<file path="src/rtl/cpuPkg.sv">
package cpuPkg;

	localparam int XLEN = 32;
	localparam int REG_ADDR_W = 5;

	localparam logic [XLEN-1:0] RESET_PC = 32'h3300_0000;
	localparam logic [XLEN-1:0] DATA_BASE = 32'h3300_0000;

	// major opcodes.
	localparam logic [6:0] OPC_LUI = 7'b0110111;
	localparam logic [6:0] OPC_AUIPC = 7'b0010111;
	localparam logic [6:0] OPC_JAL = 7'b1101111;
	localparam logic [6:0] OPC_JALR = 7'b1100111;
	localparam logic [6:0] OPC_BRANCH = 7'b1100011;
	localparam logic [6:0] OPC_LOAD = 7'b0000011;
	localparam logic [6:0] OPC_STORE = 7'b0100011;
	localparam logic [6:0] OPC_OPIMM = 7'b0010011;
	localparam logic [6:0] OPC_OP = 7'b0110011;

	localparam logic [2:0] F3_BEQ = 3'b000;
	localparam logic [2:0] F3_BNE = 3'b001;
	localparam logic [2:0] F3_BLT = 3'b100;
	localparam logic [2:0] F3_BGE = 3'b101;
	localparam logic [2:0] F3_BLTU = 3'b110;
	localparam logic [2:0] F3_BGEU = 3'b111;

	localparam logic [2:0] F3_ADD = 3'b000; // also sub.
	localparam logic [2:0] F3_SLL = 3'b001;
	localparam logic [2:0] F3_SLT = 3'b010;
	localparam logic [2:0] F3_SLTU = 3'b011;
	localparam logic [2:0] F3_XOR = 3'b100;
	localparam logic [2:0] F3_SR = 3'b101; // srl and sra.
	localparam logic [2:0] F3_OR = 3'b110;
	localparam logic [2:0] F3_AND = 3'b111;
	localparam logic [2:0] F3_WORD = 3'b010; // lw and sw.

	typedef enum logic [3:0] {
		ALU_ADD, ALU_SUB, ALU_SLL, ALU_SRL, ALU_SRA,
		ALU_XOR, ALU_OR, ALU_AND, ALU_SLT, ALU_SLTU
	} aluOpT;

	typedef enum logic [1:0] {WB_ALU, WB_MEM, WB_LINK, WB_UPIMM} wbSelT;

	typedef enum logic [1:0] {PC_SEQ, PC_JAL, PC_JALR, PC_BRANCH} pcSelT;

	typedef struct packed {
		logic [REG_ADDR_W-1:0] rs1;
		logic [REG_ADDR_W-1:0] rs2;
		logic [REG_ADDR_W-1:0] rd;
		logic [XLEN-1:0] imm;
		aluOpT aluOp;
		logic aluSrcImm;
		logic aluSrcPc; // auipc.
		logic regWrite;
		logic memRead;
		logic memWrite;
		wbSelT wbSel;
		pcSelT pcSel;
		logic brInvert; // branch taken on a nonzero compare.
		logic illegal;
	} ctrlT;

endpackage

</file>
<file path="src/rtl/memBusIf.sv">
`timescale 1ns/100ps

interface memBusIf import cpuPkg::*; ();
	logic read;
	logic write;
	logic [XLEN-1:0] addr;
	logic [XLEN-1:0] wdata;
	logic [XLEN-1:0] rdata;
	logic busy;

	modport seq (
		output read, write, addr, wdata,
		input rdata, busy
	);

	// manager side.
	modport mgr (
		input read, write, addr, wdata,
		output rdata, busy
	);
endinterface

</file>
<file path="src/rtl/alu.sv">
`timescale 1ns/100ps

module alu import cpuPkg::*; (
	input logic [XLEN-1:0] opA_i,
	input logic [XLEN-1:0] opB_i,
	input aluOpT op_i,
	output logic [XLEN-1:0] result_o,
	output logic zero_o
);
	logic [4:0] shamt;
	logic lessSigned;
	logic lessUnsigned;

	assign shamt = opB_i[4:0];
	assign lessSigned = $signed(opA_i) < $signed(opB_i);
	assign lessUnsigned = opA_i < opB_i;

	always_comb begin
		case (op_i)
			ALU_ADD: result_o = opA_i + opB_i;
			ALU_SUB: result_o = opA_i - opB_i;
			ALU_SLL: result_o = opA_i << shamt;
			ALU_SRL: result_o = opA_i >> shamt;
			ALU_SRA: result_o = $signed(opA_i) >>> shamt;
			ALU_XOR: result_o = opA_i ^ opB_i;
			ALU_OR: result_o = opA_i | opB_i;
			ALU_AND: result_o = opA_i & opB_i;
			ALU_SLT: result_o = {{(XLEN-1){1'b0}}, lessSigned};
			ALU_SLTU: result_o = {{(XLEN-1){1'b0}}, lessUnsigned};
			default: result_o = '0;
		endcase
	end

	// branches read this.
	assign zero_o = (result_o == '0);
endmodule

</file>
<file path="src/rtl/busSequencer.sv">
`timescale 1ns/100ps

module busSequencer import cpuPkg::*; (
	input logic CLK,
	input logic nRST,
	input logic en_i,
	input logic [XLEN-1:0] pc_i,
	input logic [XLEN-1:0] aluResult_i,
	input logic [XLEN-1:0] storeData_i,
	input logic memRead_i,
	input logic memWrite_i,
	memBusIf.seq bus,
	output logic [XLEN-1:0] instr_o,
	output logic [XLEN-1:0] loadData_o,
	output logic retire_o
);
	typedef enum logic [2:0] {FETCH_REQ, FETCH_WAIT, EXEC, DATA_REQ, DATA_WAIT} stateT;

	stateT state, nextState;
	logic [XLEN-1:0] dataAddr;

	assign dataAddr = aluResult_i + DATA_BASE;

	always_ff @(posedge CLK or negedge nRST) begin
		if (!nRST) begin
			state <= FETCH_REQ;
		end else begin
			state <= nextState;
		end
	end

	// instruction register.
	always_ff @(posedge CLK) begin
		if ((state == FETCH_WAIT) && !bus.busy) begin
			instr_o <= bus.rdata;
		end
	end

	// the manager keeps the loaded word until the next read.
	assign loadData_o = bus.rdata;

	always_comb begin
		nextState = state;
		bus.read = 1'b0;
		bus.write = 1'b0;
		bus.addr = pc_i;
		bus.wdata = storeData_i;
		retire_o = 1'b0;
		case (state)
			FETCH_REQ: begin
				if (en_i && !bus.busy) begin
					bus.read = 1'b1;
					nextState = FETCH_WAIT;
				end
			end
			FETCH_WAIT: begin
				if (!bus.busy) nextState = EXEC;
			end
			EXEC: begin
				if (!en_i) begin
					nextState = FETCH_REQ; // dropped, nothing retires.
				end else if (memRead_i || memWrite_i) begin
					nextState = DATA_REQ;
				end else begin
					retire_o = 1'b1;
					nextState = FETCH_REQ;
				end
			end
			DATA_REQ: begin
				bus.addr = dataAddr;
				if (en_i) begin
					bus.read = memRead_i;
					bus.write = memWrite_i;
					nextState = DATA_WAIT;
				end else begin
					nextState = FETCH_REQ;
				end
			end
			DATA_WAIT: begin
				bus.addr = dataAddr;
				if (!bus.busy) begin
					retire_o = en_i;
					nextState = FETCH_REQ;
				end
			end
			default: nextState = FETCH_REQ;
		endcase
	end
endmodule

</file>
<file path="src/rtl/cpuTop.sv">
`timescale 1ns/100ps

module cpuTop import cpuPkg::*; (
	input logic CLK,
	input logic nRST,
	input logic en_i,
	input logic [XLEN-1:0] wbDat_i,
	input logic wbAck_i,
	output logic [XLEN-1:0] wbAdr_o,
	output logic [XLEN-1:0] wbDat_o,
	output logic [3:0] wbSel_o,
	output logic wbWe_o,
	output logic wbStb_o,
	output logic wbCyc_o
);
	ctrlT ctrl;
	logic [XLEN-1:0] instr;
	logic [XLEN-1:0] pc;
	logic [XLEN-1:0] rs1Data;
	logic [XLEN-1:0] rs2Data;
	logic [XLEN-1:0] opA;
	logic [XLEN-1:0] opB;
	logic [XLEN-1:0] aluResult;
	logic [XLEN-1:0] loadData;
	logic [XLEN-1:0] wbData;
	logic aluZero;
	logic retire;

	memBusIf bus ();

	assign opA = ctrl.aluSrcPc ? pc : rs1Data;
	assign opB = ctrl.aluSrcImm ? ctrl.imm : rs2Data;

	always_comb begin
		case (ctrl.wbSel)
			WB_MEM: wbData = loadData;
			WB_LINK: wbData = pc + 32'd4;
			WB_UPIMM: wbData = ctrl.imm; // lui.
			default: wbData = aluResult;
		endcase
	end

	decoder u_decoder (
		.instr_i(instr),
		.ctrl_o(ctrl)
	);

	regFile u_regFile (
		.CLK(CLK),
		.nRST(nRST),
		.we_i(retire && ctrl.regWrite),
		.rs1_i(ctrl.rs1),
		.rs2_i(ctrl.rs2),
		.rd_i(ctrl.rd),
		.wdata_i(wbData),
		.rdata1_o(rs1Data),
		.rdata2_o(rs2Data)
	);

	alu u_alu (
		.opA_i(opA),
		.opB_i(opB),
		.op_i(ctrl.aluOp),
		.result_o(aluResult),
		.zero_o(aluZero)
	);

	pcUnit u_pcUnit (
		.CLK(CLK),
		.nRST(nRST),
		.en_i(en_i),
		.retire_i(retire),
		.pcSel_i(ctrl.pcSel),
		.brInvert_i(ctrl.brInvert),
		.aluZero_i(aluZero),
		.imm_i(ctrl.imm),
		.rs1Data_i(rs1Data),
		.pc_o(pc)
	);

	busSequencer u_busSequencer (
		.CLK(CLK),
		.nRST(nRST),
		.en_i(en_i),
		.pc_i(pc),
		.aluResult_i(aluResult),
		.storeData_i(rs2Data),
		.memRead_i(ctrl.memRead),
		.memWrite_i(ctrl.memWrite),
		.bus(bus.seq),
		.instr_o(instr),
		.loadData_o(loadData),
		.retire_o(retire)
	);

	wishboneManager u_wishboneManager (
		.CLK(CLK),
		.nRST(nRST),
		.bus(bus.mgr),
		.wbDat_i(wbDat_i),
		.wbAck_i(wbAck_i),
		.wbAdr_o(wbAdr_o),
		.wbDat_o(wbDat_o),
		.wbSel_o(wbSel_o),
		.wbWe_o(wbWe_o),
		.wbStb_o(wbStb_o),
		.wbCyc_o(wbCyc_o)
	);
endmodule

</file>
<file path="src/rtl/decoder.sv">
`timescale 1ns/100ps

module decoder import cpuPkg::*; (
	input logic [XLEN-1:0] instr_i,
	output ctrlT ctrl_o
);
	logic [6:0] opcode;
	logic [2:0] funct3;
	logic [XLEN-1:0] immI, immS, immB, immU, immJ;

	function automatic aluOpT aluFromF3(input logic [2:0] f3, input logic alt);
		case (f3)
			F3_ADD: return alt ? ALU_SUB : ALU_ADD;
			F3_SLL: return ALU_SLL;
			F3_SLT: return ALU_SLT;
			F3_SLTU: return ALU_SLTU;
			F3_XOR: return ALU_XOR;
			F3_SR: return alt ? ALU_SRA : ALU_SRL;
			F3_OR: return ALU_OR;
			default: return ALU_AND;
		endcase
	endfunction

	assign opcode = instr_i[6:0];
	assign funct3 = instr_i[14:12];

	assign immI = {{20{instr_i[31]}}, instr_i[31:20]};
	assign immS = {{20{instr_i[31]}}, instr_i[31:25], instr_i[11:7]};
	assign immB = {{19{instr_i[31]}}, instr_i[31], instr_i[7], instr_i[30:25], instr_i[11:8], 1'b0};
	assign immU = {instr_i[31:12], 12'b0};
	assign immJ = {{11{instr_i[31]}}, instr_i[31], instr_i[19:12], instr_i[20], instr_i[30:21],
		1'b0};

	always_comb begin
		ctrl_o = '0;
		ctrl_o.rs1 = instr_i[19:15];
		ctrl_o.rs2 = instr_i[24:20];
		ctrl_o.rd = instr_i[11:7];
		ctrl_o.aluOp = ALU_ADD;
		ctrl_o.wbSel = WB_ALU;
		ctrl_o.pcSel = PC_SEQ;
		case (opcode)
			OPC_LUI: begin
				ctrl_o.imm = immU;
				ctrl_o.regWrite = 1'b1;
				ctrl_o.wbSel = WB_UPIMM;
			end
			OPC_AUIPC: begin
				ctrl_o.imm = immU;
				ctrl_o.aluSrcPc = 1'b1;
				ctrl_o.aluSrcImm = 1'b1;
				ctrl_o.regWrite = 1'b1;
			end
			OPC_JAL: begin
				ctrl_o.imm = immJ;
				ctrl_o.regWrite = 1'b1;
				ctrl_o.wbSel = WB_LINK;
				ctrl_o.pcSel = PC_JAL;
			end
			OPC_JALR: begin
				ctrl_o.imm = immI;
				ctrl_o.regWrite = 1'b1;
				ctrl_o.wbSel = WB_LINK;
				ctrl_o.pcSel = PC_JALR;
			end
			OPC_BRANCH: begin
				ctrl_o.imm = immB;
				ctrl_o.pcSel = PC_BRANCH;
				case (funct3)
					F3_BEQ: ctrl_o.aluOp = ALU_SUB;
					F3_BNE: begin
						ctrl_o.aluOp = ALU_SUB;
						ctrl_o.brInvert = 1'b1;
					end
					F3_BLT: begin
						ctrl_o.aluOp = ALU_SLT;
						ctrl_o.brInvert = 1'b1;
					end
					F3_BGE: ctrl_o.aluOp = ALU_SLT;
					F3_BLTU: begin
						ctrl_o.aluOp = ALU_SLTU;
						ctrl_o.brInvert = 1'b1;
					end
					F3_BGEU: ctrl_o.aluOp = ALU_SLTU;
					default: begin
						ctrl_o.illegal = 1'b1;
						ctrl_o.pcSel = PC_SEQ;
					end
				endcase
			end
			OPC_LOAD: begin
				ctrl_o.imm = immI;
				ctrl_o.aluSrcImm = 1'b1;
				ctrl_o.memRead = (funct3 == F3_WORD);
				ctrl_o.regWrite = (funct3 == F3_WORD);
				ctrl_o.wbSel = WB_MEM;
				ctrl_o.illegal = (funct3 != F3_WORD);
			end
			OPC_STORE: begin
				ctrl_o.imm = immS;
				ctrl_o.aluSrcImm = 1'b1;
				ctrl_o.memWrite = (funct3 == F3_WORD);
				ctrl_o.illegal = (funct3 != F3_WORD);
			end
			OPC_OPIMM: begin
				ctrl_o.imm = immI;
				ctrl_o.aluSrcImm = 1'b1;
				ctrl_o.regWrite = 1'b1;
				ctrl_o.aluOp = aluFromF3(funct3, instr_i[30] && (funct3 == F3_SR)); // addi has no sub.
			end
			OPC_OP: begin
				ctrl_o.regWrite = 1'b1;
				ctrl_o.aluOp = aluFromF3(funct3, instr_i[30]);
			end
			default: ctrl_o.illegal = 1'b1; // runs as a nop.
		endcase
	end
endmodule

</file>
<file path="src/rtl/pcUnit.sv">
`timescale 1ns/100ps

module pcUnit import cpuPkg::*; (
	input logic CLK,
	input logic nRST,
	input logic en_i,
	input logic retire_i,
	input pcSelT pcSel_i,
	input logic brInvert_i,
	input logic aluZero_i,
	input logic [XLEN-1:0] imm_i,
	input logic [XLEN-1:0] rs1Data_i,
	output logic [XLEN-1:0] pc_o
);
	logic [XLEN-1:0] pcPlus4;
	logic [XLEN-1:0] pcTarget;
	logic [XLEN-1:0] jalrTarget;
	logic taken;
	logic [XLEN-1:0] nextPc;

	assign pcPlus4 = pc_o + 32'd4;
	assign pcTarget = pc_o + imm_i;
	assign jalrTarget = (rs1Data_i + imm_i) & ~32'd1;
	assign taken = aluZero_i ^ brInvert_i;

	always_comb begin
		case (pcSel_i)
			PC_JAL: nextPc = pcTarget;
			PC_JALR: nextPc = jalrTarget;
			PC_BRANCH: nextPc = taken ? pcTarget : pcPlus4;
			default: nextPc = pcPlus4;
		endcase
	end

	always_ff @(posedge CLK or negedge nRST) begin
		if (!nRST) begin
			pc_o <= RESET_PC;
		end else if (!en_i) begin
			pc_o <= RESET_PC; // parked while disabled.
		end else if (retire_i) begin
			pc_o <= nextPc;
		end
	end
endmodule

</file>
<file path="src/rtl/regFile.sv">
`timescale 1ns/100ps

module regFile import cpuPkg::*; (
	input logic CLK,
	input logic nRST,
	input logic we_i,
	input logic [REG_ADDR_W-1:0] rs1_i,
	input logic [REG_ADDR_W-1:0] rs2_i,
	input logic [REG_ADDR_W-1:0] rd_i,
	input logic [XLEN-1:0] wdata_i,
	output logic [XLEN-1:0] rdata1_o,
	output logic [XLEN-1:0] rdata2_o
);
	logic [XLEN-1:0] regs [2**REG_ADDR_W];

	always_ff @(posedge CLK or negedge nRST) begin
		if (!nRST) begin
			for (int i = 0; i < 2**REG_ADDR_W; i++) begin
				regs[i] <= '0;
			end
		end else if (we_i && (rd_i != '0)) begin // x0 stays zero.
			regs[rd_i] <= wdata_i;
		end
	end

	assign rdata1_o = regs[rs1_i];
	assign rdata2_o = regs[rs2_i];
endmodule

</file>
<file path="src/rtl/wishboneManager.sv">
`timescale 1ns/100ps

module wishboneManager import cpuPkg::*; (
	input logic CLK,
	input logic nRST,
	memBusIf.mgr bus,
	input logic [XLEN-1:0] wbDat_i,
	input logic wbAck_i,
	output logic [XLEN-1:0] wbAdr_o,
	output logic [XLEN-1:0] wbDat_o,
	output logic [3:0] wbSel_o,
	output logic wbWe_o,
	output logic wbStb_o,
	output logic wbCyc_o
);
	typedef enum logic [1:0] {IDLE, READ, WRITE} stateT;

	stateT state;
	logic start;

	assign start = (state == IDLE) && (bus.read || bus.write);

	always_ff @(posedge CLK or negedge nRST) begin
		if (!nRST) begin
			state <= IDLE;
			wbStb_o <= 1'b0;
			wbCyc_o <= 1'b0;
			wbWe_o <= 1'b0;
			wbSel_o <= 4'h0;
			bus.busy <= 1'b0;
		end else if (start) begin
			state <= bus.write ? WRITE : READ; // write wins.
			wbStb_o <= 1'b1;
			wbCyc_o <= 1'b1;
			wbWe_o <= bus.write;
			wbSel_o <= 4'hf; // word transfers only.
			bus.busy <= 1'b1;
		end else if ((state != IDLE) && wbAck_i) begin
			state <= IDLE;
			wbStb_o <= 1'b0;
			wbCyc_o <= 1'b0;
			wbWe_o <= 1'b0;
			wbSel_o <= 4'h0;
			bus.busy <= 1'b0;
		end
	end

	// address, store data and read data.
	always_ff @(posedge CLK) begin
		if (start) begin
			wbAdr_o <= bus.addr;
			wbDat_o <= bus.wdata;
		end
		if ((state == READ) && wbAck_i) begin
			bus.rdata <= wbDat_i;
		end
	end
endmodule

</file>
<file path="config.mk">
export PLATFORM = sky130hd
export DESIGN_NAME = cpuTop
export DESIGN_NICKNAME = d
export VERILOG_FILES = /design/src/rtl/cpuPkg.sv /design/src/rtl/memBusIf.sv /design/src/rtl/alu.sv /design/src/rtl/busSequencer.sv /design/src/rtl/cpuTop.sv /design/src/rtl/decoder.sv /design/src/rtl/pcUnit.sv /design/src/rtl/regFile.sv /design/src/rtl/wishboneManager.sv
export SDC_FILE = /design/constraint.sdc
export NUM_CORES = 2
export LEC_CHECK = 0
export ABC_AREA = 1
export BUFFER_PORTS_ARGS = -buffer_cell sky130_fd_sc_hd__buf_2
export CORE_MARGIN = 8
export CORE_UTILIZATION = 25
export CTS_CLUSTER_DIAMETER = 120
export DETAILED_ROUTE_END_ITERATION = 8
export PLACE_DENSITY = 0.4
export SYNTH_ARGS = -nofsm -noshare
export SYNTH_HDL_FRONTEND = slang
export SYNTH_SLANG_ARGS = --single-unit
</file>
<file path="constraint.sdc">
create_clock -name CLK -period 8.3 [get_ports CLK]
set_input_delay 1.66 -clock CLK [delete_from_list [all_inputs] [get_ports CLK]]
set_output_delay 1.66 -clock CLK [all_outputs]
set_load 0.01 [all_outputs]
</file>
## Yosys cells after proc, flatten, opt, wreduce, memory -nomap -nowiden

Index checks and enable logic that the tools add are counted.

| operators by class | value |
|---|---|
| muxes and demuxes | 61 |
| add/sub/neg operators | 6 |
| shift operators | 3 |
| reduce and logical (&&, ||, !) cells | 32 |
| bitwise operators | 7 |
| eq/ne operators | 40 |
| $lt $le $gt $ge | 6 |

Operators with widths:

| kind | count |
|---|---|
| bitwise mux 1024 bit | 1 |
| two-way mux 32 bit | 11 |
| binary-select mux 32 bit (select 5 bit) | 2 |
| case mux 32 bit (10 select lines) | 1 |
| case mux 32 bit (3 select lines) | 2 |
| demux 32 bit (select 5 bit) | 1 |
| case mux 32 bit (5 select lines) | 1 |
| adder 32 bit | 3 |
| less-than comparator 32 bit | 2 |
| case mux 4 bit (7 select lines) | 2 |
| adder 32 x 3 -> 32 bit (second input constant) | 1 |
| adder 32 x 30 -> 32 bit (second input constant) | 1 |
| AND 32 bit | 1 |
| logical NOT 32 bit | 1 |
| bitwise OR 32 bit | 1 |
| left shift 32 x 5 -> 32 bit | 1 |
| >> shifter 32 x 5 -> 32 bit | 1 |
| >>> shifter 32 x 5 -> 32 bit | 1 |
| subtractor 32 bit | 1 |
| bitwise XOR 32 bit | 1 |
| case mux 4 bit (3 select lines) | 2 |
| == test 7 x 6 -> 1 bit (second input constant) | 3 |
| == test 7 bit (second input constant) | 3 |
| two-way mux 3 bit | 7 |
| other kinds (36) | 104 |

| storage, ports and cells | value |
|---|---|
| register bits | 1,195 |
| output and inout bits | 71 |
| word-level logic and storage cells | 197 |
| bits of input ports | 36 |

## Depth between registers and ports, before layout

| logic depth | value |
|---|---|
| depth in word-level cells | 13 |
| depth in mapped cells | 47 |
| gate-level depth less buffers | 41 |

## Cells and area by module

A second synthesis with hierarchy kept.

| second synthesis, totals | value |
|---|---|
| cell total of the unflattened synthesis | 12,939 |
| area, all modules | 82,862.0 sq um |

By module, submodules not included:

| module | area an instance (sq um) | instances | cells an instance | seq. area each (sq um) |
|---|---|---|---|---|
| regFile | 56,110.1 | 1 | 8,270 | 25,624.6 |
| alu | 10,751.6 | 1 | 2,260 | 0.0 |
| pcUnit | 7,269.5 | 1 | 1,390 | 805.8 |
| wishboneManager | 3,095.5 | 1 | 121 | 2,957.8 |
| cpuTop | 2,441.1 | 1 | 449 | 0.0 |
| busSequencer | 2,215.9 | 1 | 260 | 1,036.0 |
| decoder | 978.4 | 1 | 189 | 0.0 |

## Worst setup path before layout

OpenSTA, ideal clock, no wires.

| timing path | value |
|---|---|
| kind | register to register |
| start point | reg u_busSequencer.instr_o[20] |
| end point | reg u_pcUnit.pc_o[21] |
| path buffers | 7 |
| library setup time | 0.117 ns |
| stages on the path, launching flop included | 45 |
| required time | 8.183 ns |
| path slack | 2.375 ns |
| period minus slack after synthesis | 5.925 ns |
| arrival | 5.808 ns |
| cells stage by stage | edfxtp_1 inv_2 buf_2 buf_1 clkbuf_1 clkbuf_1 clkbuf_1 nand2_1 a21oi_1 a21oi_1 a21oi_1 o21ai_0 nand3_1 nand2_1 nand2_1 o21ai_0 ha_1 clkbuf_1 [... 9 more ...] a21oi_1 nor2_1 a21oi_1 o211ai_1 a21oi_1 ha_1 inv_1 nor3_1 nand2_1 nor2_4 nand3_2 nand2_2 buf_4 nand3_1 nand3_1 nand2_1 nand2_1 nand2_1 |

| on the way | value |
|---|---|
| cells in the longest elaborated chain, start to end | 13 |
| elaborated cells between the ends (all ways) | 25 |
| classes of those cells | add/sub: 4; order compare: 2; shift: 3; mux: 10; bitwise: 5; reduce/logical: 1 |

Ends and longest elaborated chain:

| item | RTL line | RTL |
|---|---|---|
| from (decl) | busSequencer.sv:13 | `output logic [XLEN-1:0] instr_o,` |
| from (signal assigned) | busSequencer.sv:35 | `instr_o <= bus.rdata;` |
| NOT 5 -> 6 bit (not written as such) | regFile.sv:27 | `assign rdata2_o = regs[rs2_i];` |
| binary-select mux 32 bit (select 5 bit) | regFile.sv:27 |  |
| two-way mux 32 bit (not written as such) (2 in a row) | regFile.sv:27 |  |
| two-way mux 32 bit | cpuTop.sv:32 | `assign opB = ctrl.aluSrcImm ? ctrl.imm : rs2Data;` |
| subtractor 32 bit (tied with other cells) | alu.sv:21 | `ALU_SUB: result_o = opA_i - opB_i;` |
| case mux 32 bit (10 select lines) | alu.sv:19 | `case (op_i)` |
| logical NOT 32 bit | alu.sv:35 | `assign zero_o = (result_o == '0);` |
| bitwise XOR 1 bit | pcUnit.sv:24 | `assign taken = aluZero_i ^ brInvert_i;` |
| two-way mux 32 bit | pcUnit.sv:30 | `PC_BRANCH: nextPc = taken ? pcTarget : pcPlus4;` |
| case mux 32 bit (3 select lines) (*) | pcUnit.sv:27 | `case (pcSel_i)` |
| two-way mux 32 bit (*) | pcUnit.sv:40 | `end else if (retire_i) begin` |
| two-way mux 32 bit (*) | pcUnit.sv:38 | `end else if (!en_i) begin` |
| to (signal assigned) | pcUnit.sv:41 | `pc_o <= nextPc;` |
| to (decl) | pcUnit.sv:13 | `output logic [XLEN-1:0] pc_o` |

Mark *: on every way between the ends. The rest lies on a longest branch, timed or not. The select of a mux whose other input is x is not followed.
A chain may end at the register's enable or synchronous reset.

## Final worst setup path

| timing path | value |
|---|---|
| start point | reg u_busSequencer.instr_o[20] |
| end point | reg u_pcUnit.pc_o[29] |

| on the way | value |
|---|---|
| cells in the longest elaborated chain, start to end | 13 |
| elaborated cells between the ends (all ways) | 25 |
| classes of those cells | add/sub: 4; order compare: 2; shift: 3; mux: 10; bitwise: 5; reduce/logical: 1 |

Ends and longest elaborated chain:

| item | RTL line | RTL |
|---|---|---|
| NOT 5 -> 6 bit (not written as such) (*) | regFile.sv:27 |  |
| binary-select mux 32 bit (select 5 bit) (*) | regFile.sv:27 |  |
| two-way mux 32 bit (not written as such) (*) (2 in a row) | regFile.sv:27 |  |
| named net bus.wdata[16] | memBusIf.sv:7 | `logic [XLEN-1:0] wdata;` |
| two-way mux 32 bit (*) | cpuTop.sv:32 |  |
| subtractor 32 bit (tied with other cells) | alu.sv:21 |  |
| case mux 32 bit (10 select lines) (*) | alu.sv:19 |  |
| logical NOT 32 bit (*) | alu.sv:35 |  |
| bitwise XOR 1 bit (*) | pcUnit.sv:24 |  |
| two-way mux 32 bit (*) | pcUnit.sv:30 |  |
| case mux 32 bit (3 select lines) (*) | pcUnit.sv:27 |  |
| two-way mux 32 bit (*) | pcUnit.sv:40 |  |
| two-way mux 32 bit (*) | pcUnit.sv:38 |  |

Mark *: on every way through the listed nets, which the timed path passes. The rest lies on a longest branch. The select of a mux whose other input is x is not followed.

==> metrics.yaml <==
die:
  fp.dieW_um: 578.7
  io-pin-count: 107
  initial_core_util: 0.2513
  rows: 206
  die_area_sq_mm: 0.3349
  core_area_sq_mm: 0.3150
  chipHeight_um: 578.7
setup_path:
  cp_common_cell: "nand2_1"
  rrSetupSlack_ns: 0.45
  end_kind: "flip-flop"
  crit_type: "reg -> reg"
  r2r-end: "u_pcUnit.pc_o[29]$_DFFE_PN1P_"
  endpoint: "u_pcUnit.pc_o[29]$_DFFE_PN1P_"
  reg2regPathDepth: 39
  startpoint: "u_busSequencer.instr_o[20]$_DFFE_PP_"
  critPathMaxFanout: 70
  start_kind: "flip-flop"
  required_ns: 9.04
  cp_slowest_cell: "ha_1"
  crit_path_max_incr_delay_ns: 0.53
  crit_arrival_ns: 8.59
  worstReg2RegStart: "u_busSequencer.instr_o[20]$_DFFE_PP_"
logic_synthesis:
  postSynthCellCount: 11793
  ys_seq_elements: 1190
  ys_top_cells_by_area: "dfrtp_1, nand2_1, o21ai_0, nand3_1, edfxtp_1"
  async_reset_ff_frac: 0.8924
  synthFlopType: "dfrtp_1"
  syn-num-nets: 12006
  ys_types: 64
  postSynthAreaPerCell_sq_um: 6.712
  yosys.area.top_type: "dfrtp_1"
  synth_edf_count: 128
  synth_top_area_frac: 0.3345
  yosysWarnings: 0
  netlist_area_sq_mm: 0.07916
  synth_seq_area_share: 0.3844
place:
  dpl.hpwl_mm: 276.0
  port_buffers: 106
  gp_congestion: 0.9537
finish:
  num-fill-cells: 34713
  final_nets: 11692
  register_area_sq_mm: 0.03042
  final_cell_mix: "nand2_1, o21ai_0, nand3_1"
  final_common_cell: "nand2_1"
  multi_input_area_sq_mm: 0.04141
  synthToLayoutAreaGrowth_pct: 13.64
  drive_gt1_frac: 0.07156
power_and_ir_drop:
  leakagePower_nw: 40.24
  cellPowerDensity_mw_per_mm2: 358.5
  ir_drop_uv: 349.6
  power.total_mw: 32.25
timing:
  timing.fmax_mhz: 127.4
  rsz0062_at_grt: "false"
  slew_viol_final: 0
  finalHoldViolations: 0
  tightestPinTransition_ns: 1.319
  fin_worst_skew_ns: 0.07610
  finalSetupViolations: 0
  layout_min_cycle_time_ns: 7.852
  setup_tns_ns: 0
  relSlewSlack: 0.1183
  period_share: 0.9460
  hold_slack_ns: 0.3995
clock_tree:
  clockBufferDepth: 4
  clock-sinks: 1190
  cts_max_level: 4
  ctsHoldBuffers: 0
  clock_latency_ns: 0.85
  clk_pin_slew_ns: 0.06
  cts_root_buf: "clkbuf_16"
  cts_tree: "yes"
  cts_buffers: 161
flow_run:
  cap_violations: 0
min_path:
  whs_path_depth: 0
  min_path_type: "reg -> reg"
detailed_routing:
  firstDrtPassIters: 6
  drtIter0Drc: 9716
  drc_errors: 0
  avgRoutedWirePerCell_um: 27.09
  vias: 83510
  wirelength_mm: 427.0
  via_per_inst: 5.298
  detail-route-antenna-nets: 0
grt:
  grt_pass1_vias: 79104
  grt_pass1_wl_mm: 605.3
  antenna_found_initial: 16
  overflow: 0
  grt_usage: 0.2459
  grt_max_degree: 147
status:
  status: "completed"
-- cells in the mapped netlist, types with 4 or more instances --
library cell / number
and2_1: 8
o21ai_0: 1655
a21o_1: 8
nand2_1: 3539
xor2_1: 56
buf_2: 191
clkbuf_1: 599
a221oi_1: 33
a21oi_1: 621
o211ai_1: 58
edfxtp_1: 128
nand4_1: 26
o31ai_1: 6
o21a_1: 10
ha_1: 173
inv_2: 14
clkinv_1: 40
a31oi_1: 14
nor3_1: 75
nand3b_1: 12
nor4_1: 7
a211oi_1: 22
buf_4: 27
or2_2: 32
inv_1: 998
a21boi_0: 8
xnor2_1: 16
o21bai_1: 13
o21ai_1: 14
o22ai_1: 66
dfrtp_1: 1058
fa_1: 4
buf_1: 91
nand2_2: 7
a22oi_1: 10
nand3_1: 1613
a32o_1: 13
nor2_2: 6
dfstp_2: 4
o221ai_1: 49
nor2_1: 433
-- per-layer routing --
layer,track usage,up-vias,share of wire
met1,0.3444,40816,0.45
met4,0.09427,2,0.044
met5,0,-,0.000016
li1,-,38186,-
met3,0.03674,710,0.070
met2,0.3812,3796,0.43
-- sequential cells by signal (all words and copies together) (netlist names) --
| signal | flops |
|---|---|
| u_wishboneManager.wbDat_o | 32 |
| u_wishboneManager.bus.rdata | 32 |
| u_busSequencer.instr_o | 32 |
| u_regFile.regs | 1024 |
| u_wishboneManager.wbAdr_o | 32 |
| u_wishboneManager.state | 2 |
| u_wishboneManager.wbSel_o | 1 |
| u_pcUnit.pc_o | 32 |
| u_busSequencer.state | 3 |
-- what timing repair did --
action,in CTS,in global routing
gates resized for setup,0,8
setup endpoints to repair,0,22
hold endpoints to repair,0,0
setup buffers,0,0
-- area by class of cell --
type                       instances  area share
tap                             4160     0.05786
antenna                            6   0.0001669
timing repair buffer             432     0.04073
clock buffer                     235     0.05183
multi-input combinational       8639      0.4604
inverter                        1055     0.04537
sequential                      1190      0.3382
clock inverter                    47    0.005452
-- cell families (layout without fill, tap and decap cells) --
family | after synthesis | in the layout | synth area share
flops | 1190 | 1190 | 0.3844
xor+xnor | 72 | 72 | 0.007966
simple gates | 5770 | 5770 | 0.3046
other cells | 0 | 6 | 0
buf+inv | 1964 | 1769 | 0.09761
compound gates | 2620 | 2620 | 0.1771
fa+ha+maj | 177 | 177 | 0.02836
-- power breakdown --
part	switching (mW)	internal, mW	total (mW)
Sequential	0.257	6.24	6.50
Clock	2.92	4.11	7.03
Combinational	14.3	4.38	18.7
Total	17.5	14.7	32.2
-- worst min path at each step --
stage                                                      to                                startpoint  slack [ns]
after global routing         u_regFile.regs[1006]$_DFFE_PN0P_          u_regFile.regs[1006]$_DFFE_PN0P_        0.41
after floorplan           u_busSequencer.instr_o[0]$_DFFE_PP_  u_wishboneManager.bus.rdata[0]$_DFFE_PP_        0.43
final                        u_regFile.regs[1001]$_DFFE_PN0P_          u_regFile.regs[1001]$_DFFE_PN0P_        0.40
after global placement       u_regFile.regs[1017]$_DFFE_PN0P_          u_regFile.regs[1017]$_DFFE_PN0P_        0.39
after detailed placement     u_regFile.regs[1016]$_DFFE_PN0P_          u_regFile.regs[1016]$_DFFE_PN0P_        0.39
after CTS                    u_regFile.regs[1001]$_DFFE_PN0P_          u_regFile.regs[1001]$_DFFE_PN0P_        0.40
-- metrics by stage --
step                        util  area (sq um)  std cells  worst slack (ns)
after floorplan                -         79160      11793             2.375
after global placement    0.2691         84740      15476            0.2482
after detailed placement  0.2691         84740      15476            0.3975
after CTS                 0.2854         89900      15758            0.3410
after global routing      0.2856         89940      15760           0.05331
final                     0.2856         89950      15764            0.4483
-- critical path: cells and delay by family, from the launching register on --
kind / cells / cell delay [ns]
AOI/OAI and AO/OA: 9 / 2.05
and+or+nand+nor: 20 / 2.59
adders and majority gates: 1 / 0.53
xor gates and xnor gates: 1 / 0.16
DFF: 1 / 0.44
buffers and inverters: 8 / 1.84
Note: power is estimated with default switching activity, not from simulation.
